--- config.mk ---
export PLATFORM = sky130hd
export DESIGN_NAME = duck_hunt_video
export DESIGN_NICKNAME = d
export VERILOG_FILES = /design/src/source/duck_hunt_pkg.sv /design/src/source/duck_hunt_video.sv /design/src/source/color_mapper.sv /design/src/source/shot_tracker.sv /design/src/source/sprite_rom.sv /design/src/source/vga_timing.sv
export VERILOG_INCLUDE_DIRS = /design/src /design/src/source
export SDC_FILE = /design/constraint.sdc
export NUM_CORES = 1
export LEC_CHECK = 0
export ABC_AREA = 1
export BUFFER_PORTS_ARGS = -buffer_cell sky130_fd_sc_hd__buf_2
export CORE_UTILIZATION = 43
export CTS_BUF_LIST = sky130_fd_sc_hd__clkbuf_4 sky130_fd_sc_hd__clkbuf_8 sky130_fd_sc_hd__clkbuf_16
export DETAILED_ROUTE_END_ITERATION = 8
export PLACE_DENSITY = 0.62
export SKIP_CTS_REPAIR_TIMING = 1
export SYNTH_ARGS = -nofsm -noshare
export SYNTH_HDL_FRONTEND = slang
export SYNTH_MEMORY_MAX_BITS = 65536
export SYNTH_SLANG_ARGS = --single-unit
--- constraint.sdc ---
create_clock -name vga_clk -period 4 [get_ports vga_clk]
set_input_delay 0.2 -clock vga_clk [delete_from_list [all_inputs] [get_ports vga_clk]]
set_output_delay 0.2 -clock vga_clk [all_outputs]
set_load 0.02 [all_outputs]
--- src/source/duck_hunt_config.svh ---
//--------------------------------------------------------------------------
// duck hunt video configuration
// raster geometry for standard 640x480, sprite sizes, hit box margin,
// ammo layout and flash length shared by the scan-out path
//--------------------------------------------------------------------------
`ifndef DUCK_HUNT_CONFIG_SVH
`define DUCK_HUNT_CONFIG_SVH

// horizontal raster in pixels
`define H_VISIBLE 640
`define H_FRONT 16
`define H_SYNC 96
`define H_BACK 48

// vertical raster in lines
`define V_VISIBLE 480
`define V_FRONT 10
`define V_SYNC 2
`define V_BACK 33

// sprite sizes
`define DOG_W 16
`define DOG_H 12
`define DUCK_W 12
`define DUCK_H 12

`define CURSOR_SIZE 6
`define HIT_MARGIN 2
`define AMMO_MAX 3

// short flash so a simulated frame sees all of it
`define FLASH_CYCLES 40
`define FLASH_HALF 8

// ammo squares along the bottom bar
`define AMMO_Y 418
`define AMMO_X0 68
`define AMMO_PITCH 17
`define AMMO_W 9
`define AMMO_H 13

// flat fill levels
`define AMMO_GREY 4'hA
`define BG_LEVEL 4'hB

`endif
--- src/source/duck_hunt_pkg.sv ---
//--------------------------------------------------------------------------
// duck hunt video types
// coordinate, color and sprite index types, plus the procedural sprite
// art and the dog and duck palettes
//--------------------------------------------------------------------------
package duck_hunt_pkg;

	typedef logic [9:0] coord_t;
	typedef logic [3:0] rgb4_t;
	// index 0 is transparent in both sprite formats
	typedef logic [3:0] dog_pix_t;
	typedef logic [2:0] duck_pix_t;
	typedef logic [1:0] frame_t;

	typedef enum logic [1:0] {
		DUCK_BLACK = 2'd0,
		DUCK_RED   = 2'd1,
		DUCK_PINK  = 2'd2
	} duck_color_t;

	// outer ring is always transparent, the caller truncates to pixel width
	function automatic int sprite_art(input frame_t frame, input int col, input int row,
		input int width, input int height);
		if (col == 0 || row == 0 || col == width - 1 || row == height - 1)
			return 0;
		return col + 2 * row + int'(frame);
	endfunction

	// packed as red, green, blue
	function automatic logic [11:0] dog_palette(input dog_pix_t idx);
		rgb4_t r;
		rgb4_t g;
		r = rgb4_t'(idx);
		g = 4'd15 - rgb4_t'(idx);
		return {r, g, 4'd8};
	endfunction

	function automatic logic [11:0] duck_palette(input duck_pix_t idx, input duck_color_t color);
		rgb4_t base;
		base = {idx, 1'b0};
		case (color)
			DUCK_RED:  return {4'd15, base, base};
			DUCK_PINK: return {4'd15, base, 4'd12};
			default:   return {base, base, base};
		endcase
	endfunction

endpackage

--- src/source/duck_hunt_video.sv ---
//--------------------------------------------------------------------------
// duck hunt video top
// raster timing, dog and duck sprite roms, shot tracking and the color
// mapper, giving registered rgb two cycles behind the counters
//--------------------------------------------------------------------------
`timescale 1ns/100ps
`include "duck_hunt_config.svh"

module duck_hunt_video (
	input  logic                       vga_clk,
	input  logic                       Reset,
	input  duck_hunt_pkg::coord_t      cursor_x,
	input  duck_hunt_pkg::coord_t      cursor_y,
	input  duck_hunt_pkg::coord_t      dog_x,
	input  duck_hunt_pkg::coord_t      dog_y,
	input  duck_hunt_pkg::frame_t      dog_frame,
	input  logic                       dog_hidden,
	input  duck_hunt_pkg::coord_t      duck_x,
	input  duck_hunt_pkg::coord_t      duck_y,
	input  duck_hunt_pkg::frame_t      duck_frame,
	input  duck_hunt_pkg::duck_color_t duck_color,
	input  logic                       duck_hidden,
	input  logic                       mouse_left,
	input  logic                       reload,
	output logic                       hs,
	output logic                       vs,
	output duck_hunt_pkg::rgb4_t       red,
	output duck_hunt_pkg::rgb4_t       green,
	output duck_hunt_pkg::rgb4_t       blue,
	output logic                       duck_hit
);
	import duck_hunt_pkg::*;

	coord_t     draw_x;
	coord_t     draw_y;
	logic       blank;
	dog_pix_t   dog_pix;
	duck_pix_t  duck_pix;
	logic       shot_flash;
	logic [1:0] ammo_used;

	vga_timing u_vga_timing (
		.vga_clk (vga_clk),
		.Reset   (Reset),
		.draw_x  (draw_x),
		.draw_y  (draw_y),
		.hs      (hs),
		.vs      (vs),
		.blank   (blank)
	);

	// sprite-relative address, out-of-box offsets read back as 0
	sprite_rom #(
		.pix_t  (dog_pix_t),
		.WIDTH  (`DOG_W),
		.HEIGHT (`DOG_H)
	) u_dog_rom (
		.vga_clk (vga_clk),
		.frame   (dog_frame),
		.col     (draw_x - dog_x),
		.row     (draw_y - dog_y),
		.pix     (dog_pix)
	);

	sprite_rom #(
		.pix_t  (duck_pix_t),
		.WIDTH  (`DUCK_W),
		.HEIGHT (`DUCK_H)
	) u_duck_rom (
		.vga_clk (vga_clk),
		.frame   (duck_frame),
		.col     (draw_x - duck_x),
		.row     (draw_y - duck_y),
		.pix     (duck_pix)
	);

	shot_tracker u_shot_tracker (
		.vga_clk     (vga_clk),
		.Reset       (Reset),
		.mouse_left  (mouse_left),
		.reload      (reload),
		.cursor_x    (cursor_x),
		.cursor_y    (cursor_y),
		.duck_x      (duck_x),
		.duck_y      (duck_y),
		.duck_hidden (duck_hidden),
		.shot_flash  (shot_flash),
		.ammo_used   (ammo_used),
		.duck_hit    (duck_hit)
	);

	color_mapper u_color_mapper (
		.vga_clk     (vga_clk),
		.Reset       (Reset),
		.draw_x      (draw_x),
		.draw_y      (draw_y),
		.blank       (blank),
		.cursor_x    (cursor_x),
		.cursor_y    (cursor_y),
		.dog_x       (dog_x),
		.dog_y       (dog_y),
		.dog_hidden  (dog_hidden),
		.dog_pix     (dog_pix),
		.duck_x      (duck_x),
		.duck_y      (duck_y),
		.duck_hidden (duck_hidden),
		.duck_color  (duck_color),
		.duck_pix    (duck_pix),
		.shot_flash  (shot_flash),
		.ammo_used   (ammo_used),
		.red         (red),
		.green       (green),
		.blue        (blue)
	);

endmodule

--- src/source/color_mapper.sv ---
//--------------------------------------------------------------------------
// color mapper
// stacks flash, cursor, dog, duck, ammo squares and background by fixed
// priority and registers the 4-bit red, green and blue outputs
//--------------------------------------------------------------------------
`timescale 1ns/100ps
`include "duck_hunt_config.svh"

module color_mapper (
	input  logic                       vga_clk,
	input  logic                       Reset,
	input  duck_hunt_pkg::coord_t      draw_x,
	input  duck_hunt_pkg::coord_t      draw_y,
	input  logic                       blank,
	input  duck_hunt_pkg::coord_t      cursor_x,
	input  duck_hunt_pkg::coord_t      cursor_y,
	input  duck_hunt_pkg::coord_t      dog_x,
	input  duck_hunt_pkg::coord_t      dog_y,
	input  logic                       dog_hidden,
	input  duck_hunt_pkg::dog_pix_t    dog_pix,
	input  duck_hunt_pkg::coord_t      duck_x,
	input  duck_hunt_pkg::coord_t      duck_y,
	input  logic                       duck_hidden,
	input  duck_hunt_pkg::duck_color_t duck_color,
	input  duck_hunt_pkg::duck_pix_t   duck_pix,
	input  logic                       shot_flash,
	input  logic [1:0]                 ammo_used,
	output duck_hunt_pkg::rgb4_t       red,
	output duck_hunt_pkg::rgb4_t       green,
	output duck_hunt_pkg::rgb4_t       blue
);
	import duck_hunt_pkg::*;

	localparam logic [11:0] WHITE = 12'hFFF;

	// position of the pixel whose rom data is arriving now
	coord_t x_q;
	coord_t y_q;
	logic   blank_q;

	coord_t cur_dx;
	coord_t cur_dy;
	coord_t dog_col;
	coord_t dog_row;
	coord_t duck_col;
	coord_t duck_row;
	logic   flash_on;
	logic   cursor_on;
	logic   dog_on;
	logic   duck_on;
	logic   ammo_on;
	logic [11:0] rgb_next;

	function automatic coord_t abs_diff(input coord_t a, input coord_t b);
		return (a >= b) ? a - b : b - a;
	endfunction

	always_ff @(posedge vga_clk or posedge Reset)
	begin
		if (Reset)
		begin
			x_q     <= '0;
			y_q     <= '0;
			blank_q <= 1'b0;
		end
		else
		begin
			x_q     <= draw_x;
			y_q     <= draw_y;
			blank_q <= blank;
		end
	end

	// ----------------------------------------------------------------------
	// layer hits
	// ----------------------------------------------------------------------
	assign cur_dx = abs_diff(x_q, cursor_x);
	assign cur_dy = abs_diff(y_q, cursor_y);

	assign flash_on = (cur_dx <= coord_t'(`FLASH_HALF)) && (cur_dy <= coord_t'(`FLASH_HALF));
	// diamond, |dx| + |dy| within size
	assign cursor_on = ({1'b0, cur_dx} + {1'b0, cur_dy}) <= 11'(`CURSOR_SIZE);

	assign dog_col  = x_q - dog_x;
	assign dog_row  = y_q - dog_y;
	assign duck_col = x_q - duck_x;
	assign duck_row = y_q - duck_y;

	// index 0 is see-through
	assign dog_on = (dog_pix != '0) && !dog_hidden &&
		(dog_col < coord_t'(`DOG_W)) && (dog_row < coord_t'(`DOG_H));
	assign duck_on = (duck_pix != '0) && !duck_hidden &&
		(duck_col < coord_t'(`DUCK_W)) && (duck_row < coord_t'(`DUCK_H));

	// square k stays drawn while still loaded
	always_comb
	begin
		ammo_on = 1'b0;
		for (int k = 0; k < `AMMO_MAX; k++)
		begin
			if ((k < `AMMO_MAX - int'(ammo_used)) &&
				(x_q >= coord_t'(`AMMO_X0 + k * `AMMO_PITCH)) &&
				(x_q < coord_t'(`AMMO_X0 + k * `AMMO_PITCH + `AMMO_W)) &&
				(y_q >= coord_t'(`AMMO_Y)) &&
				(y_q < coord_t'(`AMMO_Y + `AMMO_H)))
				ammo_on = 1'b1;
		end
	end

	// ----------------------------------------------------------------------
	// priority select
	// ----------------------------------------------------------------------
	always_comb
	begin
		if (!blank_q)
			rgb_next = '0;
		else if (shot_flash)
			rgb_next = flash_on ? WHITE : 12'h000;
		else if (cursor_on)
			rgb_next = WHITE;
		else if (dog_on)
			rgb_next = dog_palette(dog_pix);
		else if (duck_on)
			rgb_next = duck_palette(duck_pix, duck_color);
		else if (ammo_on)
			rgb_next = {3{`AMMO_GREY}};
		else
			rgb_next = {3{`BG_LEVEL}};
	end

	always_ff @(posedge vga_clk or posedge Reset)
	begin
		if (Reset)
			{red, green, blue} <= '0;
		else
			{red, green, blue} <= rgb_next;
	end

endmodule

--- src/source/shot_tracker.sv ---
//--------------------------------------------------------------------------
// shot tracker
// turns left-button presses into a screen flash, a saturating ammo
// count and a one-cycle duck hit pulse
//--------------------------------------------------------------------------
`timescale 1ns/100ps
`include "duck_hunt_config.svh"

module shot_tracker (
	input  logic                  vga_clk,
	input  logic                  Reset,
	input  logic                  mouse_left,
	input  logic                  reload,
	input  duck_hunt_pkg::coord_t cursor_x,
	input  duck_hunt_pkg::coord_t cursor_y,
	input  duck_hunt_pkg::coord_t duck_x,
	input  duck_hunt_pkg::coord_t duck_y,
	input  logic                  duck_hidden,
	output logic                  shot_flash,
	output logic [1:0]            ammo_used,
	output logic                  duck_hit
);
	localparam int FLASH_BITS = $clog2(`FLASH_CYCLES + 1);

	logic btn_meta;
	logic btn_sync;
	logic btn_prev;
	logic press;
	logic accept;
	logic in_box;
	logic [FLASH_BITS-1:0] flash_cnt;
	// shrunk hit box, one bit wider so it cannot wrap
	logic [10:0] box_x0;
	logic [10:0] box_x1;
	logic [10:0] box_y0;
	logic [10:0] box_y1;

	// ----------------------------------------------------------------------
	// button sync and rising edge
	// ----------------------------------------------------------------------
	always_ff @(posedge vga_clk or posedge Reset)
	begin
		if (Reset)
		begin
			btn_meta <= 1'b0;
			btn_sync <= 1'b0;
			btn_prev <= 1'b0;
		end
		else
		begin
			btn_meta <= mouse_left;
			btn_sync <= btn_meta;
			btn_prev <= btn_sync;
		end
	end

	assign press = btn_sync & ~btn_prev;
	// an empty gun ignores the trigger
	assign accept = press && (ammo_used < 2'(`AMMO_MAX));

	assign box_x0 = duck_x + 11'(`HIT_MARGIN);
	assign box_x1 = duck_x + 11'(`DUCK_W - `HIT_MARGIN);
	assign box_y0 = duck_y + 11'(`HIT_MARGIN);
	assign box_y1 = duck_y + 11'(`DUCK_H - `HIT_MARGIN);

	assign in_box = ({1'b0, cursor_x} > box_x0) && ({1'b0, cursor_x} < box_x1) &&
		({1'b0, cursor_y} > box_y0) && ({1'b0, cursor_y} < box_y1) && !duck_hidden;

	// ----------------------------------------------------------------------
	// flash, ammo and hit
	// ----------------------------------------------------------------------
	always_ff @(posedge vga_clk or posedge Reset)
	begin
		if (Reset)
		begin
			flash_cnt <= '0;
			ammo_used <= '0;
			duck_hit  <= 1'b0;
		end
		else
		begin
			if (accept)
				flash_cnt <= FLASH_BITS'(`FLASH_CYCLES);
			else if (flash_cnt != '0)
				flash_cnt <= flash_cnt - 1'b1;

			// reload wins over a shot in the same cycle
			if (reload)
				ammo_used <= '0;
			else if (accept)
				ammo_used <= ammo_used + 2'd1;

			duck_hit <= accept && in_box;
		end
	end

	assign shot_flash = (flash_cnt != '0);

endmodule

--- src/source/sprite_rom.sv ---
//--------------------------------------------------------------------------
// sprite rom
// four animation frames of WIDTH x HEIGHT pixel indices, built from the
// procedural sprite art, with a registered read one cycle deep
//--------------------------------------------------------------------------
`timescale 1ns/100ps
`include "duck_hunt_config.svh"

module sprite_rom #(
	parameter type pix_t  = duck_hunt_pkg::dog_pix_t,
	parameter int  WIDTH  = `DOG_W,
	parameter int  HEIGHT = `DOG_H
) (
	input  logic                  vga_clk,
	input  duck_hunt_pkg::frame_t frame,
	input  duck_hunt_pkg::coord_t col,
	input  duck_hunt_pkg::coord_t row,
	output pix_t                  pix
);
	import duck_hunt_pkg::*;

	localparam int COL_BITS = $clog2(WIDTH);
	localparam int ROW_BITS = $clog2(HEIGHT);

	pix_t mem [4][HEIGHT][WIDTH];
	logic in_range;

	// contents fixed at elaboration
	initial
	begin
		for (int f = 0; f < 4; f++)
			for (int r = 0; r < HEIGHT; r++)
				for (int c = 0; c < WIDTH; c++)
					mem[f][r][c] = pix_t'(sprite_art(frame_t'(f), c, r, WIDTH, HEIGHT));
	end

	// negative offsets wrap to large values and land here too
	assign in_range = (col < coord_t'(WIDTH)) && (row < coord_t'(HEIGHT));

	always_ff @(posedge vga_clk)
	begin
		if (in_range)
			pix <= mem[frame][row[ROW_BITS-1:0]][col[COL_BITS-1:0]];
		else
			pix <= '0;
	end

endmodule

--- src/source/vga_timing.sv ---
//--------------------------------------------------------------------------
// vga timing generator
// free-running pixel and line counters for an 800x525 raster, sync
// pulses delayed two cycles to line up with the color pipeline, and
// the visible-area flag
//--------------------------------------------------------------------------
`timescale 1ns/100ps
`include "duck_hunt_config.svh"

module vga_timing (
	input  logic                  vga_clk,
	input  logic                  Reset,
	output duck_hunt_pkg::coord_t draw_x,
	output duck_hunt_pkg::coord_t draw_y,
	output logic                  hs,
	output logic                  vs,
	output logic                  blank
);
	import duck_hunt_pkg::*;

	localparam int H_TOTAL = `H_VISIBLE + `H_FRONT + `H_SYNC + `H_BACK;
	localparam int V_TOTAL = `V_VISIBLE + `V_FRONT + `V_SYNC + `V_BACK;
	localparam int H_SYNC_START = `H_VISIBLE + `H_FRONT;
	localparam int H_SYNC_END = H_SYNC_START + `H_SYNC;
	localparam int V_SYNC_START = `V_VISIBLE + `V_FRONT;
	localparam int V_SYNC_END = V_SYNC_START + `V_SYNC;

	logic hs_on;
	logic vs_on;
	// first sync stage, matches the rom read
	logic hs_q;
	logic vs_q;

	// ----------------------------------------------------------------------
	// raster counters
	// ----------------------------------------------------------------------
	always_ff @(posedge vga_clk or posedge Reset)
	begin
		if (Reset)
		begin
			draw_x <= '0;
			draw_y <= '0;
		end
		else if (draw_x == coord_t'(H_TOTAL - 1))
		begin
			draw_x <= '0;
			if (draw_y == coord_t'(V_TOTAL - 1))
				draw_y <= '0;
			else
				draw_y <= draw_y + 10'd1;
		end
		else
		begin
			draw_x <= draw_x + 10'd1;
		end
	end

	// ----------------------------------------------------------------------
	// sync decode, active low at the output
	// ----------------------------------------------------------------------
	assign hs_on = (draw_x >= coord_t'(H_SYNC_START)) && (draw_x < coord_t'(H_SYNC_END));
	assign vs_on = (draw_y >= coord_t'(V_SYNC_START)) && (draw_y < coord_t'(V_SYNC_END));

	// two stages so sync leaves with the pixel it belongs to
	always_ff @(posedge vga_clk or posedge Reset)
	begin
		if (Reset)
		begin
			hs_q <= 1'b1;
			vs_q <= 1'b1;
			hs   <= 1'b1;
			vs   <= 1'b1;
		end
		else
		begin
			hs_q <= ~hs_on;
			vs_q <= ~vs_on;
			hs   <= hs_q;
			vs   <= vs_q;
		end
	end

	// high inside the visible window
	assign blank = (draw_x < coord_t'(`H_VISIBLE)) && (draw_y < coord_t'(`V_VISIBLE));

endmodule

==> run_results.csv, run 1 <==
group,metric,value,unit
place,dpl-instance-area,13300,um^2
final_layout,drive_gt1_frac,0.109,
clocking,cts.sinks,76,
timing,post-route-min-period,3.78,ns
logic_synthesis,synth_nets,2200,
global_route,grtUsageTotal,0.271,
logic_synthesis,synth_flop_cell,"dfrtp_1",
floorplan,ios,87,
route,wl,39400,um
timing,finalHoldViolations,14,
global_route,antenna_found_initial,0,
run_status,violations,"negative hold slack",
route,drc,0,
clocking,cts_tree,"yes",
final_layout,areaGrowthSynthToFinish,12.5,%
clocking,cts.reportedPaths.clkPinSlew,0.08,ns
setup_path,worst-path-buf-inv,4,
final_layout,nFillCells,2897,
floorplan,die_x,171,um
timing,finalSetupTns,0,ns
place,dpl.hpwl,32800,um
logic_synthesis,synth_cells,1941,
logic_synthesis,synthTopCellsByArea,"ha_1, nand2_1, dfrtp_1",
run_status,outcome,"finished with violations",
final_layout,insertedDiodeCount,0,
timing,tightest_slew,0.990,ns
clocking,cts_buffers,9,
pwr,max-vdd-ir-drop,0.000212,V
setup_path,max_stage_delay,0.42,ns
floorplan,die-area,29300,um^2
setup_path,critPathSlowestCell,"dfrtp_1",
global_route,grt_max_degree,36,
global_route,grt_pass1_wl,62400,um
clocking,cts_max_level,3,
pwr,p_leak,7.58,nW
route,drt_iter0_markers,853,
final_layout,fin_area,13800,um^2
pwr,power.total,2.89,mW
floorplan,fp.dieH,171,um
setup_path,critPathArrivalTime,4.07,ns
global_route,grt_pass1_vias,12308,
clocking,clk_latency,0.36,ns
logic_synthesis,syn_area,12300,um^2
route,postRouteAntennaNets,0,
route,num_vias,13127,
floorplan,start_util,0.440,
final_layout,instances_no_fill,2439,
setup_path,critPathKind,"reg -> reg",
clocking,clk_path_buf_depth,2,
floorplan,design.core.area,27900,um^2
route,dr.pass1.iters,7,
pwr,power_density,208,nW/um^2
setup_path,end_kind,"flip-flop",
logic_synthesis,ys_ff_latch,76,
route,viasPerCell,5.38,
place,placedCellCount,2412,
place,place.gp.congestion,0.988,
logic_synthesis,synth_top_area_frac,0.181,
timing,slew_viol_final,0,
floorplan,core.rowCount,61,
logic_synthesis,async_flop_share,0.908,
final_layout,nets,2315,
setup_path,critPathTopFamily,"simple AND/OR/NAND/NOR gates",
place,portBuffers,86,
timing,fmax,0.265,GHz
timing,slew-limit-headroom,0.334,
logic_synthesis,postSynthAreaPerCell,6.34,um^2
hold_path,hold_path_class,"in -> async",
logic_synthesis,ys_seq_area_frac,0.152,
setup_path,crit_path_max_fanout,12,
setup_path,cp_common_cell,"nand3_1",
logic_synthesis,ys.warnings.count,0,
logic_synthesis,ys_types,59,
global_route,grt_overflow,0,
setup_path,start_kind,"flip-flop",
clocking,cts_root_buffer,"clkbuf_16",
route,post_drt_wl_per_cell,16.1,um
logic_synthesis,yosysTopAreaCell,"ha_1",
job,drv_cap,0,
logic_synthesis,synth_edf_count,0,
timing,setup_viol,0,
timing,fin_hold_ws,-0.00648,ns
setup_path,worstPathRequired,4.29,ns
timing,fin_skew,0.0136,ns
timing,period_share,0.944,
cell usage in the layout (no fill, tap or decap), types with 42 or more instances in the layout:
cell type and count:
o21ai_0 85, xor2_1 71, dfrtp_1 63, nand2_1 445
nor2_1 164, buf_2 87, inv_1 317, buf_4 42
a21oi_1 130, nand3_1 148, ha_1 171
layer usage:
metal | wire (um) | global-route usage | vias to the layer above
met5 | 0 | 0 | -
met4 | 775 | 0.0563 | 0
met3 | 1930 | 0.0236 | 47
met2 | 18900 | 0.486 | 390
met1 | 17700 | 0.352 | 6050
li1 | - | - | 6640
worst paths after layout:
check | startpoint | end | slack (ns) | cells after the start
max | u_color_mapper.x_q[0] | u_color_mapper.green[0] | 0.22 | 26
min | Reset | u_color_mapper.red[0] | -0.006 | 2
max reg2reg | u_color_mapper.x_q[0] | u_color_mapper.green[0] | 0.22 | 26
min reg2reg | u_vga_timing.hs_q | u_vga_timing.hs | 0.36 | 0
max in group asynchronous | Reset | u_color_mapper.y_q[9] | 2.94 | 3
min in group vga_clk | reload | u_shot_tracker.ammo_used[1] | 0.15 | 4
cell families (layout without fill, tap and decap cells):
logic type,after synthesis,count (layout),synth area share
buffers and inverters,358,478,0.113
AOI/OAI and AO/OA,322,322,0.153
xor gates and xnor gates,85,85,0.0611
DFF,76,76,0.152
and+or+nand+nor,913,913,0.325
adders and majority gates,187,187,0.196
flip-flops by register name, indices dropped and copies added, names as in the netlist, 6 cells and up:
signal / count
u_vga_timing.draw_y: 10
u_shot_tracker.flash_cnt: 6
u_color_mapper.y_q: 10
u_color_mapper.x_q: 10
u_vga_timing.draw_x: 10
layout make-up:
class,count,area (um^2),area share
tap,378,473,0.0342
timing repair buffer,131,776,0.0560
multi-input combinational,1507,9180,0.663
inverter,331,1250,0.0903
clock buffer,10,233,0.0168
sequential,76,1870,0.135
clock inverter,6,65.1,0.00470
cell usage after synthesis, types with 16 or more instances:
master	count
ha_1	178
nand4_1	38
nand2_1	447
inv_1	321
clkbuf_1	16
xor2_1	72
dfrtp_1	65
a21oi_1	134
nor3_1	39
nand3_1	149
nor2_1	167
o21ai_0	86
power by group:
| part | leakage, nW | total [mW] | switching [mW] | internal, mW |
|---|---|---|---|---|
| combinational | 6.48 | 1.18 | 0.751 | 0.426 |
| sequential | 0.953 | 0.827 | 0.0233 | 0.804 |
| clock | 0.146 | 0.883 | 0.390 | 0.493 |
stage by stage:
step           utilization  setup WS [ns]
2_1_floorplan            -          0.542
3_3_place_gp         0.476          0.171
3_5_place_dp         0.476          0.161
4_1_cts              0.487          0.128
5_1_grt              0.496        -0.0303
6_report             0.496          0.224
(Power assumes the default switching activity.)
==> run 2, diff against run 1 <==
- ABC_AREA: 1 -> default
==> run 2 against run 1 <==
The flow finishes with violations (negative setup slack). Highest routed layer unchanged. Clock-buffer cell count unchanged. Largest cell class unchanged. Combinational power up 6%. Register-to-register slack worse by 0.95 ns. Sequential cell count unchanged. Synthesized cell count down 29%. First-iteration DRC count down 25%. Critical endpoint is now u_color_mapper.blue[3]. Die area down 11%. Largest power group unchanged. Via count down 16%.
==> run_results.csv, run 2 <==
group,metric,value,unit
floorplan,core.rowCount,57,
timing,post-route-min-period,4.72,ns
logic_synthesis,synth_edf_count,0,
clocking,cts.sinks,76,
final_layout,insertedDiodeCount,0,
logic_synthesis,ys_seq_area_frac,0.172,
final_layout,nFillCells,2400,
final_layout,layout_commonest_cell,"ha_1",
setup_path,cp-startpoint,"u_color_mapper.x_q[0]",
logic_synthesis,synthTopCellsByArea,"ha_1, dfrtp_1, inv_1",
timing,slew-limit-headroom,0.438,
route,postRouteAntennaNets,0,
global_route,antenna_found_initial,0,
final_layout,multi_input_area,8430,um^2
route,post_drt_wl_per_cell,17.6,um
logic_synthesis,ys_types,76,
floorplan,design.core.area,24500,um^2
pwr,p_leak,6.56,nW
timing,fmax,0.212,GHz
route,dr.pass1.iters,5,
final_layout,nets,1864,
route,drc,0,
place,dpl.hpwl,28500,um
hold_path,hold_path_class,"in -> reg",
clocking,cts_tree,"yes",
timing,fin_skew,0.00811,ns
global_route,grt_pass1_vias,10823,
place,dp_slack,-0.707,ns
clocking,clk_path_buf_depth,2,
floorplan,die_x,161,um
final_layout,instances_no_fill,1934,
timing,slew_viol_final,0,
logic_synthesis,synth_nets,1639,
global_route,grt_pass1_wl,54100,um
floorplan,die-area,25900,um^2
setup_path,reg2reg_depth,23,
floorplan,fp.dieH,161,um
global_route,grt_overflow,0,
global_route,grtUsageTotal,0.263,
place,portBuffers,86,
clocking,clk_latency,0.34,ns
timing,worst_slack,-0.724,ns
final_layout,areaGrowthSynthToFinish,22.9,%
global_route,grt_max_degree,40,
route,wl,34000,um
setup_path,crit_path_max_fanout,6,
logic_synthesis,yosysTopAreaCell,"ha_1",
final_layout,drive_gt1_frac,0.204,
run_status,outcome,"finished with violations",
clocking,cts_buffers,9,
clocking,cts.reportedPaths.clkPinSlew,0.07,ns
timing,finalHoldViolations,0,
run_status,violations,"negative setup slack",
job,drv_cap,0,
setup_path,rr_startpoint,"u_color_mapper.x_q[0]",
setup_path,crit_end,"u_color_mapper.blue[3]",
logic_synthesis,synth_flop_cell,"dfrtp_1",
timing,tightest_slew,0.836,ns
final_layout,final_cell_mix,"ha_1, buf_4, inv_1",
timing,period_share,1.18,
place,placedCellCount,1909,
logic_synthesis,async_flop_share,0.908,
setup_path,start_kind,"flip-flop",
setup_path,end_kind,"flip-flop",
logic_synthesis,ys.warnings.count,0,
pwr,power_density,230,nW/um^2
logic_synthesis,ys_ff_latch,76,
timing,setup_viol,12,
clocking,cts_root_buffer,"clkbuf_16",
logic_synthesis,syn_area,10900,um^2
timing,finalSetupTns,-8.51,ns
place,place.gp.congestion,0.971,
setup_path,worst_r2r_endpoint,"u_color_mapper.blue[3]",
floorplan,start_util,0.443,
final_layout,seqCellArea,1870,um^2
route,drt_iter0_markers,640,
route,viasPerCell,5.70,
clocking,cts_max_level,3,
logic_synthesis,synth_cells,1380,
setup_path,worstPathRequired,4.27,ns
pwr,max-vdd-ir-drop,0.000151,V
setup_path,critPathArrivalTime,4.99,ns
logic_synthesis,postSynthAreaPerCell,7.88,um^2
logic_synthesis,synth_top_area_frac,0.205,
setup_path,critPathKind,"reg -> reg",
floorplan,ios,87,
pwr,power.total,3.08,mW
logic_synthesis,synth_common_cells,"ha_1, inv_1, nor2_1",
route,num_vias,11016,
setup_path,r2r_setup_slack,-0.72,ns
timing,grt_setup_unrepaired,"yes",
logic_synthesis,yosysMostFrequentCell,"ha_1",
run 2: logic make-up (layout without fill, tap and decap cells):
group,count (synthesis),after routing,synth area share
AO/OA/AOI/OAI,412,413,0.251
XOR/XNOR,100,100,0.0805
adder cells (fa/ha/maj),188,188,0.222
buffers and inverters,198,427,0.0698
flip-flops,76,76,0.172
multiplexers,34,34,0.0343
AND/OR/NAND/NOR,372,372,0.170
run 2: how the worst min path moves through the flow:
stage                           from  cells after the start  slack, ns                          end
after floorplan           mouse_left                      0       0.23      u_shot_tracker.btn_meta
after global placement    mouse_left                      1       0.31      u_shot_tracker.btn_meta
after detailed placement  mouse_left                      1       0.31      u_shot_tracker.btn_meta
after CTS                 mouse_left                      1      -0.05      u_shot_tracker.btn_meta
after global routing          reload                      2       0.06  u_shot_tracker.ammo_used[0]
final                         reload                      2       0.05  u_shot_tracker.ammo_used[1]
run 2: layout make-up:
cell class,count,share of cell area
multi-input cells,1107,0.630
flip-flops and latches,76,0.140
repair buffers,258,0.129
inverters,153,0.0431
well taps,324,0.0303
clock buffers,10,0.0179
clock inverters,6,0.00870
run 2: critical path, stage by stage (launching register included):
cell       delay, ns
dfrtp_1         0.38
inv_2           0.08
ha_4            0.15
inv_4           0.03
fa_2            0.40
a21oi_4         0.18
nand3_2         0.09
a211o_4         0.39
a2111oi_4       0.30
a311oi_1        0.08
a211oi_1        0.24
o21ai_1         0.11
xnor2_1         0.15
ha_1            0.33
buf_6           0.12
nor2b_4         0.04
a2111oi_4       0.30
nand3_1         0.12
a2111oi_2       0.28
o2111ai_1       0.17
nor4_2          0.23
buf_4           0.20
a21oi_2         0.12
a22oi_2         0.14
run 2: layer usage:
metal  global-route usage  share of wire  up-vias
li1                     -              -     5469
met1                0.349           0.46     5163
met2                0.451           0.47      333
met3               0.0205          0.046       51
met4               0.0853          0.028        0
met5                    0              0        -
run 2: metrics by stage:
step	area (um^2)	hold WS (ns)	utilization
after floorplan	10900	0.231	-
after global placement	12800	0.313	0.522
after detailed placement	12800	0.311	0.522
after CTS	13200	-0.0521	0.536
after global routing	13400	0.0599	0.545
final	13400	0.0500	0.545
run 2: power breakdown:
part | leakage (nW) | internal, mW | switching [mW]
combinational | 5.43 | 0.555 | 0.695
clock | 0.174 | 0.634 | 0.363
sequential | 0.956 | 0.804 | 0.0280
total | 6.56 | 1.99 | 1.09
==> run 3, diff against run 2 <==
- MAX_ROUTING_LAYER: default -> met4
==> run 3 against run 2 <==
The run still ends with negative setup slack left. Fmax shrank 3.2%. Sequential power is essentially flat. Clock skew shrank 0.00069 ns. Routed wire length grew 0.22%. Clock-buffer cell count shrank 1. Final cell count grew 0.16%. Via count shrank 0.55%. Register-to-register slack lost 0.16 ns. Critical path type unchanged. Critical endpoint is now u_color_mapper.blue[2]. Largest cell class unchanged.
==> run_results.csv, run 3 (synthesized netlist as in run 2, its figures left out) <==
group,metric,value,unit
place,dpl-instance-area,12900,um^2
clocking,clk_latency,0.35,ns
place,dp_slack,-0.827,ns
floorplan,design.core.area,24500,um^2
route,wl,34000,um
clocking,clk_path_buf_depth,2,
floorplan,core.rowCount,57,
hold_path,hold_path_class,"in -> reg",
run_status,outcome,"finished with violations",
timing,worst_slack,-0.880,ns
timing,post-route-min-period,4.88,ns
timing,fin_skew,0.00742,ns
floorplan,ios,87,
global_route,grt_pass1_vias,10587,
route,post_drt_wl_per_cell,17.6,um
floorplan,fp.dieH,161,um
place,placedCellCount,1918,
timing,slew_viol_final,0,
job,drv_cap,0,
timing,grt_setup_unrepaired,"yes",
floorplan,start_util,0.443,
final_layout,nets,1867,
route,drc,0,
clocking,cts_max_level,3,
timing,slew-limit-headroom,0.370,
pwr,power_density,221,nW/um^2
clocking,cts_root_buffer,"clkbuf_16",
setup_path,crit_path_max_fanout,6,
pwr,p_leak,6.54,nW
setup_path,end_kind,"flip-flop",
timing,period_share,1.22,
global_route,grt_max_degree,42,
floorplan,die-area,25900,um^2
hold_path,hold_depth,2,
setup_path,worst_r2r_endpoint,"u_color_mapper.blue[2]",
global_route,busiest_layer,"met2",
global_route,grt.met2_usage,0.450,
run_status,violations,"negative setup slack",
setup_path,reg2reg_depth,23,
global_route,use_met3,0.0180,
final_layout,insertedDiodeCount,0,
setup_path,rr_startpoint,"u_color_mapper.x_q[0]",
setup_path,r2r_setup_slack,-0.88,ns
timing,setup_viol,12,
global_route,grtUsageTotal,0.271,
clocking,cts.reportedPaths.clkPinSlew,0.07,ns
final_layout,drive_gt1_frac,0.204,
setup_path,cp-startpoint,"u_color_mapper.x_q[0]",
route,viasPerCell,5.66,
clocking,cts.sinks,76,
final_layout,layout_commonest_cell,"ha_1",
final_layout,areaGrowthSynthToFinish,22.4,%
place,place.gp.congestion,0.954,
global_route,grt_overflow,0,
route,dr.pass1.iters,5,
route,postRouteAntennaNets,0,
place,portBuffers,86,
final_layout,final_cell_mix,"ha_1, buf_4, inv_1",
setup_path,worstPathRequired,4.27,ns
pwr,max-vdd-ir-drop,0.000204,V
final_layout,instances_no_fill,1937,
setup_path,start_kind,"flip-flop",
setup_path,crit_end,"u_color_mapper.blue[2]",
setup_path,critPathArrivalTime,5.15,ns
clocking,cts_tree,"yes",
global_route,antenna_found_initial,0,
route,drt_iter0_markers,537,
clocking,cts_buffers,9,
timing,fmax,0.205,GHz
timing,fin_hold_ws,0.0441,ns
setup_path,critPathKind,"reg -> reg",
global_route,grt_pass1_wl,54100,um
timing,tightest_slew,0.943,ns
floorplan,die_x,161,um
place,dpl.hpwl,28700,um
final_layout,fin_area,13300,um^2
global_route,grt_use_met1,0.355,
timing,finalHoldViolations,0,
route,num_vias,10955,
run 3: critical path: stages (launching register included):
cell and delay (ns):
dfrtp_1 0.39, inv_2 0.08, ha_4 0.13, inv_2 0.03
fa_2 0.34, a21oi_2 0.18, nand3_1 0.12, a211o_4 0.40
a2111oi_4 0.33, a311oi_2 0.10, a211oi_2 0.16, o21ai_1 0.09
xnor2_1 0.20, ha_1 0.28, nand2b_1 0.11, o22ai_2 0.09
a2111oi_2 0.29, nand3_1 0.18, a2111oi_4 0.32, o2111ai_2 0.17
nor4_2 0.32, buf_4 0.22, a21oi_4 0.09, a22oi_2 0.17
run 3: power by group:
part / switching (mW) / total (mW) / internal, mW
Combinational: 0.691 / 1.25 / 0.554
Sequential: 0.0263 / 0.831 / 0.804
Clock: 0.374 / 0.867 / 0.494
Total: 1.09 / 2.94 / 1.85
run 3: cell type report:
| type | count | area, um^2 |
|---|---|---|
| fillers | 2410 | 11200 |
| multi-input cells | 1107 | 8410 |
| flip-flops and latches | 76 | 1870 |
| repair buffers | 261 | 1750 |
| inverters | 153 | 574 |
| well taps | 324 | 405 |
| clock buffers | 9 | 225 |
| clock inverters | 7 | 82.6 |
run 3: metal layers:
layer  share of wire  routed length, um  vias up
li1                -                  -     5464
met2            0.48              16200      258
met4           0.023                786        0
met3           0.041               1390       42
met5               0                  0        -
met1            0.46              15600     5191
run 3: worst min-delay path by stage:
stage / endpoint / from / slack, ns
final: u_shot_tracker.ammo_used[0] / reload / 0.04
after global routing: u_shot_tracker.ammo_used[0] / reload / 0.04
after CTS: u_shot_tracker.btn_meta / mouse_left / -0.05
after detailed placement: u_shot_tracker.btn_meta / mouse_left / 0.31
after global placement: u_shot_tracker.btn_meta / mouse_left / 0.31
after floorplan: u_shot_tracker.btn_meta / mouse_left / 0.23
run 3: metrics by stage:
| step | setup TNS, ns | util | power (mW) |
|---|---|---|---|
| 2_1_floorplan | -6.40 | - | 1.63 |
| 3_3_place_gp | -8.83 | 0.524 | 2.02 |
| 3_5_place_dp | -9.44 | 0.524 | 2.04 |
| 4_1_cts | -9.60 | 0.537 | 2.91 |
| 5_1_grt | -14.46 | 0.543 | 3.13 |
| 6_report | -10.30 | 0.543 | 2.94 |
